===== src/hw/kv_defines_pkg.sv =====
// key vault shared definitions
`default_nettype none

package kv_defines_pkg;

    // one beat of a transfer carries one dword
    parameter int KV_DWORD_W = 32;

    // destination-valid field, one bit per consumer
    // that may later read the entry
    parameter int KV_DEST_W = 6;

    // response code kept by the write client
    // reflects the store response to the latest beat
    typedef enum logic [7:0] {
        KV_SUCCESS    = 8'h00,
        KV_WRITE_FAIL = 8'h01
    } kv_error_code_e;

endpackage

`default_nettype wire


===== src/hw/kv_fsm.sv =====
// write transfer sequencer
`timescale 1ns/10ps
`default_nettype none

module kv_fsm (
    input  logic clk,
    input  logic rst_b,
    input  logic zeroize,
    input  logic start,
    input  logic at_last,
    output logic ready,
    output logic wr_beat,
    output logic clr,
    output logic step,
    output logic wr_last,
    output logic done
);

    typedef enum logic [1:0] {
        IDLE  = 2'd0,
        WRITE = 2'd1,
        DONE  = 2'd2
    } kv_fsm_state_e;

    kv_fsm_state_e state;
    kv_fsm_state_e state_nxt;

    // zeroize drops any transfer in flight
    always_ff @(posedge clk or negedge rst_b) begin
        if (!rst_b) begin
            state <= IDLE;
        end else if (zeroize) begin
            state <= IDLE;
        end else begin
            state <= state_nxt;
        end
    end

    always_comb begin
        state_nxt = state;
        case (state)
            // wait for a level start from the client
            IDLE: begin
                if (start) begin
                    state_nxt = WRITE;
                end
            end
            // one dword per cycle until the counter hits the end
            WRITE: begin
                if (at_last) begin
                    state_nxt = DONE;
                end
            end
            // ready again here, so a new start may follow directly
            DONE: begin
                state_nxt = start ? WRITE : IDLE;
            end
            default: begin
                state_nxt = IDLE;
            end
        endcase
    end

    always_comb begin
        ready   = (state == IDLE) || (state == DONE);
        done    = (state == DONE);
        wr_beat = (state == WRITE);
        // offset advances with every beat
        step    = wr_beat;
        wr_last = wr_beat & at_last;
        // counter back to zero as the transfer begins
        clr     = ready & start;
    end

    // a beat only goes out after a start was taken while ready
    a_beat_after_start: assert property (
        @(posedge clk) disable iff (!rst_b)
        (ready && !start) |=> !wr_beat
    );

endmodule

`default_nettype wire


===== src/hw/kv_offset_counter.sv =====
// dword offset counter
`timescale 1ns/10ps
`default_nettype none

module kv_offset_counter #(
    parameter int DATA_WIDTH = 512
) (
    input  logic                               clk,
    input  logic                               rst_b,
    input  logic                               zeroize,
    input  logic                               clr,
    input  logic                               step,
    input  logic [$clog2(DATA_WIDTH/32):0]     num_dwords,
    output logic [$clog2(DATA_WIDTH/32)-1:0]   offset,
    output logic                               at_last
);

    localparam int DATA_OFFSET_W = $clog2(DATA_WIDTH/32);

    always_ff @(posedge clk or negedge rst_b) begin
        if (!rst_b) begin
            offset <= '0;
        end else if (zeroize || clr) begin
            offset <= '0;
        end else if (step) begin
            offset <= offset + 1'b1;
        end
    end

    // final beat of the requested length
    always_comb begin
        at_last = ({1'b0, offset} == (num_dwords - 1'b1));
    end

    // the fsm must stop stepping once the last dword went out
    a_step_in_range: assert property (
        @(posedge clk) disable iff (!rst_b)
        step |-> ({1'b0, offset} < num_dwords)
    );

    // keep the offset width tied to the dword count
    initial begin
        if (DATA_WIDTH % 32 != 0) begin
            $error("DATA_WIDTH %0d is not a multiple of 32", DATA_WIDTH);
        end
        if (DATA_OFFSET_W < 1) begin
            $error("DATA_WIDTH %0d gives fewer than two dwords", DATA_WIDTH);
        end
    end

endmodule

`default_nettype wire


===== src/hw/kv_write_client.sv =====
// key vault write client
`timescale 1ns/10ps
`default_nettype none

module kv_write_client #(
    parameter int DATA_WIDTH  = 512,
    parameter int NUM_ENTRIES = 8
) (
    input  logic                                   clk,
    input  logic                                   rst_b,
    input  logic                                   zeroize,
    input  logic [$clog2(DATA_WIDTH/32):0]         num_dwords,
    // write control from the client block
    input  logic                                   write_en,
    input  logic [$clog2(NUM_ENTRIES)-1:0]         write_entry,
    input  logic [kv_defines_pkg::KV_DEST_W-1:0]   write_dest_vld,
    input  logic                                   dest_data_avail,
    input  logic [DATA_WIDTH-1:0]                  dest_data,
    // store response, same cycle as the beat
    input  logic                                   wr_error,
    output logic                                   dest_keyvault,
    // store beat
    output logic                                   wr_en,
    output logic [$clog2(NUM_ENTRIES)-1:0]         wr_entry,
    output logic [$clog2(DATA_WIDTH/32)-1:0]       wr_offset,
    output logic [kv_defines_pkg::KV_DWORD_W-1:0]  wr_data,
    output logic [kv_defines_pkg::KV_DEST_W-1:0]   wr_dest_valid,
    output kv_defines_pkg::kv_error_code_e         error_code,
    output logic                                   kv_ready,
    output logic                                   dest_done
);

    localparam int DATA_OFFSET_W   = $clog2(DATA_WIDTH/32);
    localparam int DATA_NUM_DWORDS = DATA_WIDTH / 32;

    logic                     start;
    logic                     wr_beat;
    logic                     wr_last;
    logic                     cnt_clr;
    logic                     cnt_step;
    logic                     at_last;
    logic [DATA_OFFSET_W-1:0] offset;
    logic [DATA_OFFSET_W-1:0] sel;

    // client result only counts when the vault write is enabled
    always_comb begin
        start = dest_data_avail & write_en;
    end

    kv_fsm u_fsm (
        .clk     (clk),
        .rst_b   (rst_b),
        .zeroize (zeroize),
        .start   (start),
        .at_last (at_last),
        .ready   (kv_ready),
        .wr_beat (wr_beat),
        .clr     (cnt_clr),
        .step    (cnt_step),
        .wr_last (wr_last),
        .done    (dest_done)
    );

    kv_offset_counter #(
        .DATA_WIDTH (DATA_WIDTH)
    ) u_offset_counter (
        .clk        (clk),
        .rst_b      (rst_b),
        .zeroize    (zeroize),
        .clr        (cnt_clr),
        .step       (cnt_step),
        .num_dwords (num_dwords),
        .offset     (offset),
        .at_last    (at_last)
    );

    // most significant dword goes out first
    always_comb begin
        sel = DATA_OFFSET_W'(DATA_NUM_DWORDS - 1) - offset;
    end

    always_comb begin
        dest_keyvault = write_en;
        wr_en         = wr_beat;
        wr_entry      = write_entry;
        wr_offset     = offset;
        wr_data       = dest_data[sel*kv_defines_pkg::KV_DWORD_W +: kv_defines_pkg::KV_DWORD_W];
        // dest field stays zero until the final beat
        wr_dest_valid = wr_last ? write_dest_vld : '0;
    end

    // error code follows the response to the latest beat
    always_ff @(posedge clk or negedge rst_b) begin
        if (!rst_b) begin
            error_code <= kv_defines_pkg::KV_SUCCESS;
        end else if (zeroize) begin
            error_code <= kv_defines_pkg::KV_SUCCESS;
        end else if (wr_en) begin
            error_code <= wr_error ? kv_defines_pkg::KV_WRITE_FAIL
                                   : kv_defines_pkg::KV_SUCCESS;
        end
    end

endmodule

`default_nettype wire


===== config.mk =====
export PLATFORM = sky130hd
export DESIGN_NAME = kv_write_client
export DESIGN_NICKNAME = d
export VERILOG_FILES = /design/src/hw/kv_defines_pkg.sv /design/src/hw/kv_fsm.sv /design/src/hw/kv_offset_counter.sv /design/src/hw/kv_write_client.sv
export SDC_FILE = /design/constraint.sdc
export NUM_CORES = 1
export LEC_CHECK = 0
export BUFFER_PORTS_ARGS = -buffer_cell sky130_fd_sc_hd__buf_2
export CAP_MARGIN = 20
export CORE_AREA = 3 3 230 232
export CTS_CLUSTER_SIZE = 16
export DETAILED_ROUTE_END_ITERATION = 8
export DIE_AREA = 0 0 233 235
export PLACE_DENSITY = 0.3
export SYNTH_ARGS = -nofsm -noshare
export SYNTH_HDL_FRONTEND = slang
export SYNTH_HIERARCHICAL = 1
export SYNTH_SLANG_ARGS = --single-unit

===== constraint.sdc =====
create_clock -name clk -period 3.9 [get_ports clk]
set_input_delay 0.195 -clock clk [delete_from_list [all_inputs] [get_ports clk]]
set_output_delay 0.195 -clock clk [all_outputs]
set_load 0.02 [all_outputs]

Yosys cells after proc, flatten, opt, wreduce, memory -nomap -nowiden:

Cells that the tools add are included.
Widths: inputs -> output; s select.

* bits of input ports: 532
* output and inout port bits: 57
* bits in writable memories: 0
* flip-flop bits (word level): 14
* memory bits (read-only): 0
* word-level logic and storage cells: 32
* memories kept: 0
* latch bits: 0

* $mul: 0
* reduce and logical (&&, ||, !) cells: 6
* order comparisons: 0
* shifts and indexed selects: 1
* bitwise operators: 3
* add/subtract/negate cells: 3
* muxes and demuxes: 11
* divide/modulo/power cells: 0
* equality and inequality tests: 5

Operator list (number)
* $shiftx 512x10->32: 1
* $mux 8: 2
* $mux 4: 2
* $mux 2: 3
* $mux 6: 1
* $ne 3x2->1 const B: 2
* $pmux 2 s3: 1
* $eq 4x5->1: 1
* $sub 5x1->5 const B: 1
* $add 4x1->4 const B: 1
* $reduce_bool 2->1: 2
* $sub 4x4->4 const A: 1
* $and 1x1->1: 3
* $eq 2x1->1 const B: 1
* $eq 2x2->1 const B: 1
* $logic_not 2->1: 1
* $logic_or 1x1->1: 2
* $mux 1: 2
* $reduce_and 2->1: 1

Depth between registers and ports, before layout:

Gate-level depths: netlist of run 1.

* word-level depth: 5
* gate-level depth with buffers: 7
* depth with buffers taken out: 7

Hierarchy:

The synthesis of run 1 kept the hierarchy.

Modules (own cells, without submodules)
* kv_write_client: seq. area each 25.0 um^2, cells an instance 293, area an instance 3880.0 um^2, instances 1
* kv_offset_counter: seq. area each 100.1 um^2, cells an instance 32, area an instance 300.3 um^2, instances 1
* kv_fsm: seq. area each 50.0 um^2, cells an instance 12, area an instance 117.6 um^2, instances 1

Least setup slack after synthesis of run 1:

Ideal clock, no wire load.

* path kind: register to output
* start: register u_offset_counter.offset[0]
* end: output wr_data[0] (netlist bit)
* data arrival time: 1.900 ns
* buffers on the path: 2
* slack: 1.805 ns
* cell stages (with the launch flop): 6
* required time: 3.705 ns
* path through: dfrtp_1 -> buf_2 -> buf_2 -> mux4_2 -> a22oi_1 -> nand2_1

* longest elaborated chain between the ends: 2

Ends and longest elaborated chain
* start, declared: RTL line kv_offset_counter.sv:14 `output logic [$clog2(DATA_WIDTH/32)-1:0] offset,`
* start signal, assigned: RTL line kv_offset_counter.sv:26 `offset <= offset + 1'b1;`
* $sub 4x4->4: RTL line kv_write_client.sv:79 `sel = DATA_OFFSET_W'(DATA_NUM_DWORDS - 1) - offset;`
* $shiftx 512x10->32: RTL line kv_write_client.sv:87 `wr_data = dest_data[sel*kv_defines_pkg::KV_DWORD_W +: kv_defines_pkg::KV_DWORD_W];`
* end, declared: RTL line kv_write_client.sv:26 `output logic [kv_defines_pkg::KV_DWORD_W-1:0] wr_data,`

Every way passes these cells.

Worst setup path after layout of run 1:

* start: register u_offset_counter.offset[0]
* end: output wr_data[9] (netlist bit)

The elaborated chain is that of the path after synthesis.

==> results of run 1 <==
logic make-up after synthesis:
| kind of cell | count (synthesis) | synth area share [%] |
|---|---|---|
| AND/OR/NAND/NOR | 63 | 7.13 |
| adder cells (fa/ha/maj) | 2 | 0.582 |
| multiplexers | 130 | 67.5 |
| flip-flops | 7 | 4.08 |
| AO/OA/AOI/OAI | 67 | 11.7 |
| buffers and inverters | 59 | 7.22 |
| other | 1 | 0.0873 |
| XOR/XNOR | 8 | 1.63 |
registers in the layout (all words and copies together) (netlist names):
name                     flops
u_offset_counter/offset      4
error_code                   1
u_fsm/state                  2
cell usage after synthesis:
| library cell | number | share of area, % |
|---|---|---|
| sky130_fd_sc_hd__mux4_2 | 128 | 67 |
| sky130_fd_sc_hd__a22oi_1 | 64 | 11 |
| sky130_fd_sc_hd__nand2_1 | 34 | 3.0 |
| sky130_fd_sc_hd__buf_4 | 21 | 3.7 |
| sky130_fd_sc_hd__clkbuf_1 | 17 | 1.5 |
| sky130_fd_sc_hd__and2_1 | 9 | 1.3 |
| sky130_fd_sc_hd__buf_1 | 9 | 0.79 |
| sky130_fd_sc_hd__buf_2 | 8 | 0.93 |
| sky130_fd_sc_hd__dfrtp_1 | 7 | 4.1 |
| sky130_fd_sc_hd__nor3_1 | 6 | 0.70 |
| sky130_fd_sc_hd__inv_1 | 4 | 0.35 |
| sky130_fd_sc_hd__nor2_1 | 4 | 0.35 |
| sky130_fd_sc_hd__xnor2_1 | 4 | 0.82 |
| sky130_fd_sc_hd__xor2_1 | 4 | 0.82 |
| sky130_fd_sc_hd__nor2b_1 | 3 | 0.44 |
| sky130_fd_sc_hd__ha_1 | 2 | 0.58 |
| sky130_fd_sc_hd__mux2i_1 | 2 | 0.47 |
| sky130_fd_sc_hd__a21oi_1 | 1 | 0.12 |
| sky130_fd_sc_hd__a22o_1 | 1 | 0.20 |
| sky130_fd_sc_hd__and2b_2 | 1 | 0.20 |
| sky130_fd_sc_hd__and2b_4 | 1 | 0.23 |
| sky130_fd_sc_hd__and3b_1 | 1 | 0.20 |
| sky130_fd_sc_hd__conb_1 | 1 | 0.087 |
| sky130_fd_sc_hd__nand3b_1 | 1 | 0.17 |
| sky130_fd_sc_hd__nand4_1 | 1 | 0.15 |
| sky130_fd_sc_hd__nand4b_1 | 1 | 0.20 |
| sky130_fd_sc_hd__nor4b_1 | 1 | 0.20 |
| sky130_fd_sc_hd__o311a_1 | 1 | 0.23 |
power by group through the flow:
stage | combinational, mW | clock (mW) | sequential [mW]
finish | 0.821 | 0.175 | 0.0905
global route | 0.893 | 0.182 | 0.0932
CTS | 0.840 | 0.178 | 0.0918
detailed placement | 0.836 | 0 | 0.0926
global placement | 0.833 | 0 | 0.0924
floorplan | 0.454 | 0 | 0.0817
per-stage QoR:
stage / cell area (um^2) / setup WS (ns) / hold WS [ns]
after CTS: 8060 / 0.994 / 0.235
final: 8070 / 1.07 / 0.231
after global placement: 7980 / 1.28 / 0.0500
after floorplan: 4320 / 1.81 / -0.101
after detailed placement: 7980 / 1.25 / 0.0454
after global routing: 8070 / 0.851 / 0.253
routing by layer:
layer,global-route usage (%),routed length (um)
met1,11.0,10700
met2,20.3,16300
met3,1.77,2640
met4,1.94,457
met5,0,13
worst paths after layout:
kind | start | endpoint | slack, ns
max | u_offset_counter/offset[0] | wr_data[9] | 1.07
min | zeroize | error_code[0] | 0.23
max reg2reg | u_offset_counter/offset[0] | u_offset_counter/offset[2] | 2.01
min reg2reg | error_code[0] | error_code[0] | 0.55
max in group asynchronous | rst_b | u_offset_counter/offset[0] | 3.37
min in group asynchronous | rst_b | u_offset_counter/offset[3] | 0.34
layout make-up:
type	instances	area, um^2	area share [%]
diodes	2	5.00	0.0620
clock buffers	4	78.8	0.977
inverters	4	15.0	0.186
multi-input cells	277	3860	47.8
flip-flops and latches	7	183	2.26
well taps	680	851	10.5
repair buffers	593	3080	38.1
==> results, run 1 <==
- The first-iteration detailed-routing DRC count is 203.
- The worst register-to-register path has a depth of 6.
- The count of filler cells inserted in the layout is 5840.
- Per report_power, the sequential group accounts for 8.3% of the total.
- The tightest min-delay check is of the input pin to flip-flop type.
- For the worst setup path, the data required time is 3.70 ns.
- The number of slew-limit violations in the final report is 0.
- From synthesis to final layout, the design area changed by 87.7%.
- The clock insertion delay at the later pin of the skew report is 0.23 ns.
- In this run the worst path has a maximum fanout of 32.
- In the final routed layout, each cell accounts on average for 19.2 um.
- For the final database, setup skew stands at 0.00144 ns.
- For this design, the sink count on the clock tree is 7.
- For this design the static power due to leakage is 3.57 nW.
- Dividing the detail-routed via count by the number of cells gives 3.71.
- The slowest stage of the critical path belongs to the cell sky130_fd_sc_hd__dfrtp_4.
- The residual overflow from global routing is 0.
- The clock passes through at most 2 buffers.
- The initial antenna violation count is 4.
- The synthesized area per cell is 12.8 um^2.
- The total power of the final layout is 1.09 mW.
- The capturing element type of the critical path is an output pin.
- The number of distinct library cells after synthesis is 28.
- The number of I/O pins is 589.
- The sum of buffers and inverters on the critical path is 3.
- The clock network is responsible for 16.1% of the overall power.
- The flow ran to the end, and the final reports show no timing, DRC or antenna violations.
- The number of core rows is 83.
- The most frequent standard cell in the layout excluding fill and tap cells is sky130_fd_sc_hd__buf_2.
- The length of the first detailed-routing pass in iterations is 4.
- During synthesis, Yosys emitted a total of 6 warnings.
- Summing every instance area after synthesis gives 4300 um^2.
- The total track usage is 10.2%.
- Once the clock tree was built, the resizer swapped 0 gates to a different size.
- The worst setup path is of the flip-flop to output pin kind.
- The number of cells on the critical path is 6.
- Port buffering added 575 buffers.
- The setup violation total in the final timing report is 0.
- The worst hold path stage count is 2.
- The cell chosen for the clock root is sky130_fd_sc_hd__clkbuf_16.
- Summed over all nets, the half-perimeter wirelength after detailed placement is 26200 um.
- In this run the remaining antenna-violating nets after routing total 0.
- The die covers 54800 um^2.
- For this run, the register share of the synthesized area comes to 4.08%.
- The worst slew margin relative to its limit is 27.5%.
- The final net count is 1420.
- The vertical die dimension is 235 um.
- The initial utilization of the core area, before any placement, comes to 8.39%.
- In this run switching power makes up 35.3% of total power.
- For the finished layout, the period the worst path requires is 2.83 ns.
- The count of endpoints failing hold in the final timing report came to 0.
- The share of layout cells above drive strength 1 is 82.6%.
- The final-layout setup total negative slack is 0 ns.
- In this run the power density over the cells is 135 nW/um^2.
- Across the run, the number of max-cap violations was 0.
- The pin count of the biggest net entering global routing is 70.
- The number of synthesized register bits is 7.
- At the end of the flow the core is filled with cells to 15.8%.
- The signal on the critical path passes through buf_12 > buf_4 > mux4_2 > a22oi_1 > nand2_1 > buf_2.
- In the layout the commonest cells are sky130_fd_sc_hd__buf_2 (575), sky130_fd_sc_hd__mux4_2 (128), sky130_fd_sc_hd__a22oi_1 (64).
- The global placer's final weighted congestion is 0.795.
- The remaining design rule violation count is 0.
- The placeable core region is 51200 um^2.
- Combinational cells account for 75.6% of the total power.
- The buffer count from post-CTS setup fixing is 0.
- After clock tree synthesis, the flow added hold-fix buffers numbering 1.
- From left edge to right edge, the die measures 233 um.
- At the worst endpoint, the arrival time is 2.64 ns.
- The gate count of the mapped netlist is 337.
- The largest voltage drop on the vdd net is 0.0846 mV.
- The wire length after detailed routing is 30100 um.
- Excluding fillers, the count of instances in the completed layout stands at 1567.
- The TritonCTS buffer count is 3.
- The number of placed instances, taps included is 1560.
- The startpoint class of the critical path is a flip-flop.
- The final critical-path share of the clock period is 72.7%.
- The first global-routing pass estimated 41700 um of wire.
- Cell internal power was estimated by the tool at 0.703 mW.
- The actual slew at the worst max-slew pin is 1.09 ns.
- The routed layout has 5808 vias.
- TritonCTS built the clock tree.
- The clock slew at the register clock pins of the worst setup and hold paths is 0.04 ns.
- CTS built an H-tree with a depth of 1.
- Static timing analysis puts the maximum clock frequency at 353 MHz.
- The number of global-route vias before repair is 6579.
- Summed over all nets, the switching power comes to 0.384 mW.
- Setup repair after global routing left no endpoint under its margin.
- The cell type group with the largest total delay on the critical path is flip-flops.
- The largest single stage delay on the critical path is 0.73 ns.
No activity file was read; power rests on OpenSTA's default activity.
==> inputs of run 2 (changes only) <==
--- a/config.mk
+++ b/config.mk
@@ -5,13 +5,14 @@
 export SDC_FILE = /design/constraint.sdc
 export NUM_CORES = 1
 export LEC_CHECK = 0
+export ABC_AREA = 1
 export BUFFER_PORTS_ARGS = -buffer_cell sky130_fd_sc_hd__buf_2
 export CAP_MARGIN = 20
-export CORE_AREA = 3 3 230 232
+export CORE_AREA = 3 3 231 233
 export CTS_CLUSTER_SIZE = 16
 export DETAILED_ROUTE_END_ITERATION = 8
-export DIE_AREA = 0 0 233 235
-export PLACE_DENSITY = 0.3
+export DIE_AREA = 0 0 234 236
+export PLACE_DENSITY = 0.34
 export SYNTH_ARGS = -nofsm -noshare
 export SYNTH_HDL_FRONTEND = slang
 export SYNTH_HIERARCHICAL = 1
==> constraint.sdc (replaced) <==
create_clock -name clk -period 2.97 [get_ports clk]
set_input_delay 0.1485 -clock clk [delete_from_list [all_inputs] [get_ports clk]]
set_output_delay 0.1485 -clock clk [all_outputs]
set_load 0.02 [all_outputs]
==> results, run 2 <==
- The share of layout cells above drive strength 1 is 28.7%.
- The actual slew at the worst max-slew pin is 0.629 ns.
- In this run the power density over the cells is 185 nW/um^2.
- The post-cts gate resize count is 0.
- The global placer's final weighted congestion is 0.878.
- The warning count from the yosys run is 6.
- The maximum clock frequency is 400 MHz.
- The number of global-route vias before repair is 11500.
- The post-layout instance area is 10700 um^2.
- The remaining design rule violation count is 0.
- The count of filler cells inserted in the layout is 6307.
- The share of async-settable or async-resettable flops after synthesis is 100%.
- The length of the first detailed-routing pass in iterations is 5.
- The vertical die dimension is 236 um.
- The initial antenna violation count is 16.
- The clock slew at the register clock pins of the worst setup and hold paths is 0.04 ns.
- The design internal power is 0.932 mW.
- Of the total power, combinational logic draws 82.1%.
- The final standard cell count with taps included and fillers excluded is 2841.
- The most frequent standard cell in the layout excluding fill and tap cells is sky130_fd_sc_hd__nand2_1.
- Counting I/O delays and the setup requirement, the final critical path takes 2.50 ns.
- Setup repair after global routing left no endpoint under its margin.
- The maximum clock path buffer count is 2.
- In this run, synthesis inferred 0 flip-flops with an integrated enable.
- The worst hold path belongs to the class input pin to flip-flop.
- In this run the biggest area consumer among cell types represents 36.2% of the synthesized area.
- The register with the most flip-flops in the layout has 4 of them.
- The tool flagged a number of max-cap violations equal to 0.
- The buffer count from post-CTS setup fixing is 0.
- The residual overflow from global routing is 0.
- The share of total power dissipated in sequential elements is 5.5%.
- Entering global routing, the biggest net connects 119 pins.
- The floorplan step defined a die boundary enclosing 55200 um^2.
- The synthesized design spends more area on one cell type than any other, namely sky130_fd_sc_hd__nand2_1.
- The CTS tree is yes.
- Yosys mapped the design onto 27 distinct sky130hd cell types.
- The highest signal layer in the routed design is met5.
- The portion of total power attributed to the clock network is 12.3%.
- CTS built an H-tree with a depth of 1.
- Net switching is 52.8% of the power.
- The met1 wire length is 21100 um.
- The number of synthesized register bits is 7.
- The gate count of the mapped netlist is 1654.
- Among all flip-flop cells after synthesis, the most frequent one is sky130_fd_sc_hd__dfrtp_1.
- The net switching power is 1.04 mW.
- The top cell types in the final layout, fill and taps aside, are sky130_fd_sc_hd__nand2_1 (700), sky130_fd_sc_hd__buf_2 (575), sky130_fd_sc_hd__inv_1 (405).
- The clock insertion delay at the later pin of the skew report is 0.24 ns.
- The worst slew margin relative to its limit is 58.1%.
- The required time at the worst-slack endpoint is 2.82 ns.
- The cell chosen for the clock root is sky130_fd_sc_hd__clkbuf_16.
- The per-cell routed wire length is 16.5 um.
- Sequential cells were found to cover 2.41% of the synthesized design area.
- In this run the register-to-register setup slack is 1.22 ns.
- The synthesized netlist occupies a cell area of 7260 um^2.
- The wire length after detailed routing is 46800 um.
- The first global-routing pass estimated 68100 um of wire.
- The width of the die is 234 um.
- After the first detailed-routing iteration, the DRC count stood at 644.
- The total track usage is 16.0%.
- Setup violations remaining at the end of the flow were counted as 0.
- In the final layout, the registers with the most flip-flops are u_offset_counter/offset: 4 flops, u_fsm/state: 2 flops, error_code: 1 flops.
- Counting every sink on the clock net gives 7.
- Of all nets on the critical path, the largest fanout is 74.
- The critical path arrival is 2.35 ns.
- The worst path setup slack after routing is 0.469 ns.
- The half-perimeter wire length of the detailed placement result is 38800 um.
- The capturing element type of the critical path is an output pin.
- 589 I/O pins were placed.
- Once the floorplan was initialized, standard cells occupied 14.1% of the core.
- The floorplan has 83 rows.
- The final net count is 2684.
- sky130_fd_sc_hd__nand2_1 is the most common cell in the netlist.
- The startpoint class of the critical path is a flip-flop.
- The flow ran to the end, and the final reports show no timing, DRC or antenna violations.
- Using the TritonRoute via totals, the vias-per-cell ratio works out to 4.00.
- Prior to clock tree synthesis, the placed netlist has a worst setup slack of 0.676 ns.
- The remaining number of nets flagged by the antenna check after routing is 0.
- Summed over all cells, the static leakage comes to 7.29 nW.
- The post-route clock skew is 0.000994 ns.
- The startpoint-to-endpoint class of the critical path is flip-flop to output pin.
- In this run, placement finished with an instance count of 2824.
- Clock tree synthesis inserted a total of 3 buffers.
- Sorting the synthesized cells by how often they occur yields sky130_fd_sc_hd__nand2_1 (700), sky130_fd_sc_hd__inv_1 (406), sky130_fd_sc_hd__nand3_1 (387), sky130_fd_sc_hd__buf_2 (48), sky130_fd_sc_hd__buf_6 (30).
- For the final routed database, the setup TNS stands at 0 ns.
- The placeable core region is 51400 um^2.
- Sorting the synthesized cells by area gives the leading types as sky130_fd_sc_hd__nand2_1 (36%), sky130_fd_sc_hd__nand3_1 (27%), sky130_fd_sc_hd__inv_1 (21%), sky130_fd_sc_hd__buf_6 (4.7%), sky130_fd_sc_hd__buf_2 (3.3%).
- The count of endpoints failing hold in the final timing report is 0.
- The wire length on met3 is 3100 um.
- A synthesized cell averages 4.39 um^2.
- The number of hold-repair buffers added at the cts stage is 1.
- The count of buffers from port buffering is 575.
- The largest voltage drop on the vdd net is 0.127 mV.
- More flip-flops sit in one register than any other, and that register is u_offset_counter/offset.
- The detailed router placed 11400 vias in this run.
- In the finished design, the share of the clock period the worst path needs comes to 84.2%.
- The met2 wirelength from detailed routing is 21700 um.
- The placed instances occupy a cell area of 10600 um^2.
- The number of slew-limit violations in the final report is 0.
- Final hold analysis gives a worst-case slack of 0.142 ns.
- The area growth from synthesis to layout is 47.3%.
## run 2: changes by cell type after synthesis, moves of 8 or more
cell / delta
sky130_fd_sc_hd__buf_4: -8
sky130_fd_sc_hd__a22oi_1: -64
sky130_fd_sc_hd__and2_1: -9
sky130_fd_sc_hd__nand3_1: +387
sky130_fd_sc_hd__inv_1: +402
sky130_fd_sc_hd__buf_6: +30
sky130_fd_sc_hd__nor2_1: +10
sky130_fd_sc_hd__nand2_1: +666
sky130_fd_sc_hd__mux4_2: -128
sky130_fd_sc_hd__buf_2: +40
## run 2: worst paths after layout
kind                            cells after the start                        from                          to
worst max-delay path                               12  u_offset_counter/offset[0]            wr_dest_valid[3]
worst max register to register                      9  u_offset_counter/offset[0]              u_fsm/state[1]
min in group asynchronous                           2                       rst_b               error_code[0]
worst min-delay path                                2                     zeroize               error_code[0]
max in group asynchronous                           2                       rst_b  u_offset_counter/offset[0]
worst min register to register                      1              u_fsm/state[1]              u_fsm/state[1]
## run 2: power by group through the flow
stage          Combinational, mW  Clock [mW]  Sequential (mW)
3_3_place_gp                1.65           0            0.111
6_report                    1.62       0.243            0.110
4_1_cts                     1.65       0.246            0.110
3_5_place_dp                1.64           0            0.111
2_1_floorplan              0.972           0            0.111
5_1_grt                     1.83       0.252            0.111
## run 2: cell families after synthesis
group                      after synthesis  synth area share, %
AOI/OAI and AO/OA                        6                0.448
xor gates and xnor gates                 3                0.362
adders and majority gates                2                0.345
buffers and inverters                  527                 32.1
DFF                                      7                 2.41
other                                    1               0.0517
and+or+nand+nor                       1108                 64.3
## run 2: routing by layer
layer | vias to the layer above | track usage (%)
li1 | 5837 | -
met5 | - | 0
met3 | 38 | 2.25
met2 | 417 | 26.3
met1 | 5074 | 22.0
met4 | 4 | 3.52
## run 2: through the flow
stage,total power [mW],utilization [%]
3_3_place_gp,1.76,20.6
2_1_floorplan,1.08,-
6_report,1.98,20.8
3_5_place_dp,1.75,20.6
4_1_cts,2.01,20.7
5_1_grt,2.19,20.8
## run 2: cell type report
cell class	count	area [um^2]	area share, %
Timing Repair Buffer	602	3220	30.1
Inverter	410	1550	14.5
Antenna cell	12	30.0	0.281
Tap cell	680	851	7.96
Sequential cell	7	188	1.76
Multi-Input combinational cell	1126	4770	44.7
Clock buffer	4	78.8	0.737
## run 2: worst max-delay path: stages, from the launching register on
cell	delay (ns)
sky130_fd_sc_hd__dfrtp_4	0.50
sky130_fd_sc_hd__buf_12	0.29
sky130_fd_sc_hd__inv_1	0.07
sky130_fd_sc_hd__nand2_1	0.06
sky130_fd_sc_hd__nand2_1	0.06
sky130_fd_sc_hd__nor2_2	0.10
sky130_fd_sc_hd__nand3_1	0.07
sky130_fd_sc_hd__nor2_1	0.24
sky130_fd_sc_hd__nand2_1	0.12
sky130_fd_sc_hd__nor2_1	0.28
sky130_fd_sc_hd__nand2_1	0.10
sky130_fd_sc_hd__inv_1	0.06
sky130_fd_sc_hd__buf_2	0.15
==> inputs of run 3 (changes only) <==
--- a/config.mk
+++ b/config.mk
@@ -8,11 +8,11 @@
 export ABC_AREA = 1
 export BUFFER_PORTS_ARGS = -buffer_cell sky130_fd_sc_hd__buf_2
 export CAP_MARGIN = 20
-export CORE_AREA = 3 3 231 233
+export CORE_AREA = 3 3 229 231
 export CTS_CLUSTER_SIZE = 16
 export DETAILED_ROUTE_END_ITERATION = 8
-export DIE_AREA = 0 0 234 236
-export PLACE_DENSITY = 0.34
+export DIE_AREA = 0 0 232 234
+export PLACE_DENSITY = 0.36
 export SYNTH_ARGS = -nofsm -noshare
 export SYNTH_HDL_FRONTEND = slang
 export SYNTH_HIERARCHICAL = 1
==> constraint.sdc (replaced) <==
create_clock -name clk -period 2.2 [get_ports clk]
set_input_delay 0.11 -clock clk [delete_from_list [all_inputs] [get_ports clk]]
set_output_delay 0.11 -clock clk [all_outputs]
set_load 0.02 [all_outputs]
==> results, run 3 (synthesis results as in run 2) <==
- The tool flagged a number of max-cap violations equal to 0.
- The register bank with the most flops is u_offset_counter/offset.
- In the final layout, the multi-input gates occupy 4910 um^2.
- After clock tree synthesis, the clock-pin slew on the worst setup and hold paths is 0.04 ns.
- In the final layout, the registers with the most flip-flops are u_offset_counter/offset: 4 flops, u_fsm/state: 2 flops, error_code: 1 flops.
- The wire length of the first global-routing pass is 66600 um.
- Along the worst path, the maximum fanout reaches 47.
- The worst path setup slack after routing is 0.0629 ns.
- The length of the first detailed-routing pass in iterations is 5.
- The vertical die dimension is 234 um.
- At the pin with the least slew margin, the transition time is 0.626 ns.
- The number of H-tree levels is 1.
- The initial core utilization is 14.4%.
- The final net count is 2705.
- For met1 alone, demand over resource in global routing was 21.3%.
- The power density of the placed cells is 253 nW/um^2.
- The maximum clock frequency is 468 MHz.
- The most congested layer reported by global routing is met2.
- The CTS tree is yes.
- The class of the most critical hold timing path is input pin to flip-flop.
- The congestion estimate from routability-driven global placement came to 0.876.
- In this run the cell area measured after placement is 10700 um^2.
- The initial antenna violation count was 8.
- The placeable core region is 50300 um^2.
- The die covers 54300 um^2.
- Across the routed clock network, the largest skew measured is 0.00674 ns.
- Leaving out fill and tap cells, the most frequent cells in the layout are sky130_fd_sc_hd__nand2_1 (699), sky130_fd_sc_hd__buf_2 (572), sky130_fd_sc_hd__inv_1 (404).
- Clock tree synthesis inserted a total of 3 buffers.
- After global routing the overflow that remains totals 0.
- After detailed routing, the average wire length per cell comes to 17.0 um.
- The total track usage is 15.9%.
- The critical path is of the flip-flop to output pin type.
- The count of endpoints failing hold in the final timing report is 0.
- The time the worst path needs with I/O delays and setup is 2.14 ns.
- In this run the tool buffered the top-level ports with 575 buffer cells.
- After routing the design area is 11200 um^2.
- The final critical-path share of the clock period is 97.1%.
- The number of slew-limit violations in the final report is 0.
- The global routing usage on met3 is 1.99%.
- STA puts the critical path data required time at 2.09 ns.
- The number of I/O pins is 589.
- Leaving out fill and tap cells, the most frequent cell in the layout is sky130_fd_sc_hd__nand2_1.
- After the first detailed-routing iteration, the DRC count stood at 639.
- The worst slew margin relative to its limit is 58.2%.
- The wire length after detailed routing is 48600 um.
- The layout overhead on the synthesized area is 54.1%.
- The width of the die is 232 um.
- The register with the most flip-flops in the layout has 4 of them.
- The combined flip-flop and latch cell area is 188 um^2.
- The met2 usage is 28.1%.
- The sink count of the clock tree is 7.
- The run finished with clean final reports.
- The remaining number of nets flagged by the antenna check after routing is 0.
- The layout has 6135 filler cells.
- The startpoint class of the critical path is a flip-flop.
- Dividing the detail-routed via count by the number of cells gives 4.07.
- The clock insertion delay at the later pin of the skew report is 0.24 ns.
- The half-perimeter wire length of the detailed placement result is 38600 um.
- The final route contains 11600 vias.
- The worst setup timing slack at the placement stage is 0.148 ns.
- Setup repair after global routing could not meet its margin everywhere.
- Of the cells placed in the final design, the portion with a size suffix greater than 1 is 30.3%.
- The number of global-route vias before repair came to 11400.
- The largest voltage drop on the vdd net is 0.171 mV.
- The pin count of the biggest net entering global routing is 95.
- The critical path arrival is 2.03 ns.
- Setup violations remaining at the end of the flow were counted as 0.
- In this run the deepest clock path goes through 2 buffers.
- Row generation in the floorplan step produced 82 rows.
- The tree is rooted in a sky130_fd_sc_hd__clkbuf_16.
- STA classifies the critical path endpoint as an output pin.
- The remaining design rule violation count is 0.
- The static leakage is 7.50 nW.
## run 3: critical path: stages (launching register included)
cell                        delay [ns]
sky130_fd_sc_hd__dfrtp_4          0.48
sky130_fd_sc_hd__buf_12           0.15
sky130_fd_sc_hd__buf_4            0.14
sky130_fd_sc_hd__clkbuf_16        0.22
sky130_fd_sc_hd__nand2_1          0.11
sky130_fd_sc_hd__nand3_1          0.07
sky130_fd_sc_hd__nand3_1          0.12
sky130_fd_sc_hd__nand3_2          0.14
sky130_fd_sc_hd__nand2_1          0.14
sky130_fd_sc_hd__buf_2            0.17
## run 3: path summary, 6_finish.rpt
kind,from,slack (ns),depth (start not counted),to
max,u_offset_counter/offset[0],0.06,9,wr_data[22]
min,zeroize,0.11,2,error_code[0]
max reg2reg,u_offset_counter/offset[0],0.52,6,u_offset_counter/offset[1]
min reg2reg,u_fsm/state[1],0.55,1,u_fsm/state[1]
max in group asynchronous,rst_b,1.72,2,u_offset_counter/offset[0]
min in group asynchronous,rst_b,0.27,2,error_code[0]
## run 3: power breakdown
group,leakage [nW],internal [mW],switching (mW)
logic,7.38,0.975,1.39
clock network,0.0382,0.242,0.0795
registers,0.0884,0.137,0.00851
total,7.50,1.35,1.48
## run 3: layout make-up
class / count / share of cell area [%]
Antenna cell: 8 / 0.179
Clock buffer: 4 / 0.705
Inverter: 410 / 13.9
Multi-Input combinational cell: 1126 / 43.9
Sequential cell: 7 / 1.68
Tap cell: 672 / 7.52
Timing Repair Buffer: 622 / 32.1
Timing Repair inverter: 1 / 0.0783
## run 3: routing by layer
layer	up-vias	wire [um]
li1	5880	-
met1	5251	21200
met2	443	23500
met3	25	3460
met4	6	352
met5	-	41
## run 3: metrics by stage
stage / util [%] / hold slack (ns) / power (mW) / std cells / setup TNS [ns]
after floorplan: - / -0.186 / 1.46 / 1660 / 0
after global placement: 21.2 / -0.0253 / 2.42 / 2821 / 0
after detailed placement: 21.2 / -0.0268 / 2.41 / 2821 / 0
after CTS: 21.5 / 0.0941 / 2.76 / 2826 / -0.0134
after global routing: 22.2 / 0.110 / 3.14 / 2843 / -0.0377
final: 22.3 / 0.110 / 2.84 / 2850 / 0
## run 3: repair_timing
action | in CTS | in global routing
resized for setup | 11 | 29
setup buffers | 0 | 10
endpoints found under the hold margin | 7 | 0
gates cloned | 0 | 6
pin swaps | 0 | 2
setup endpoints to repair | 18 | 34
hold buffers | 1 | 0
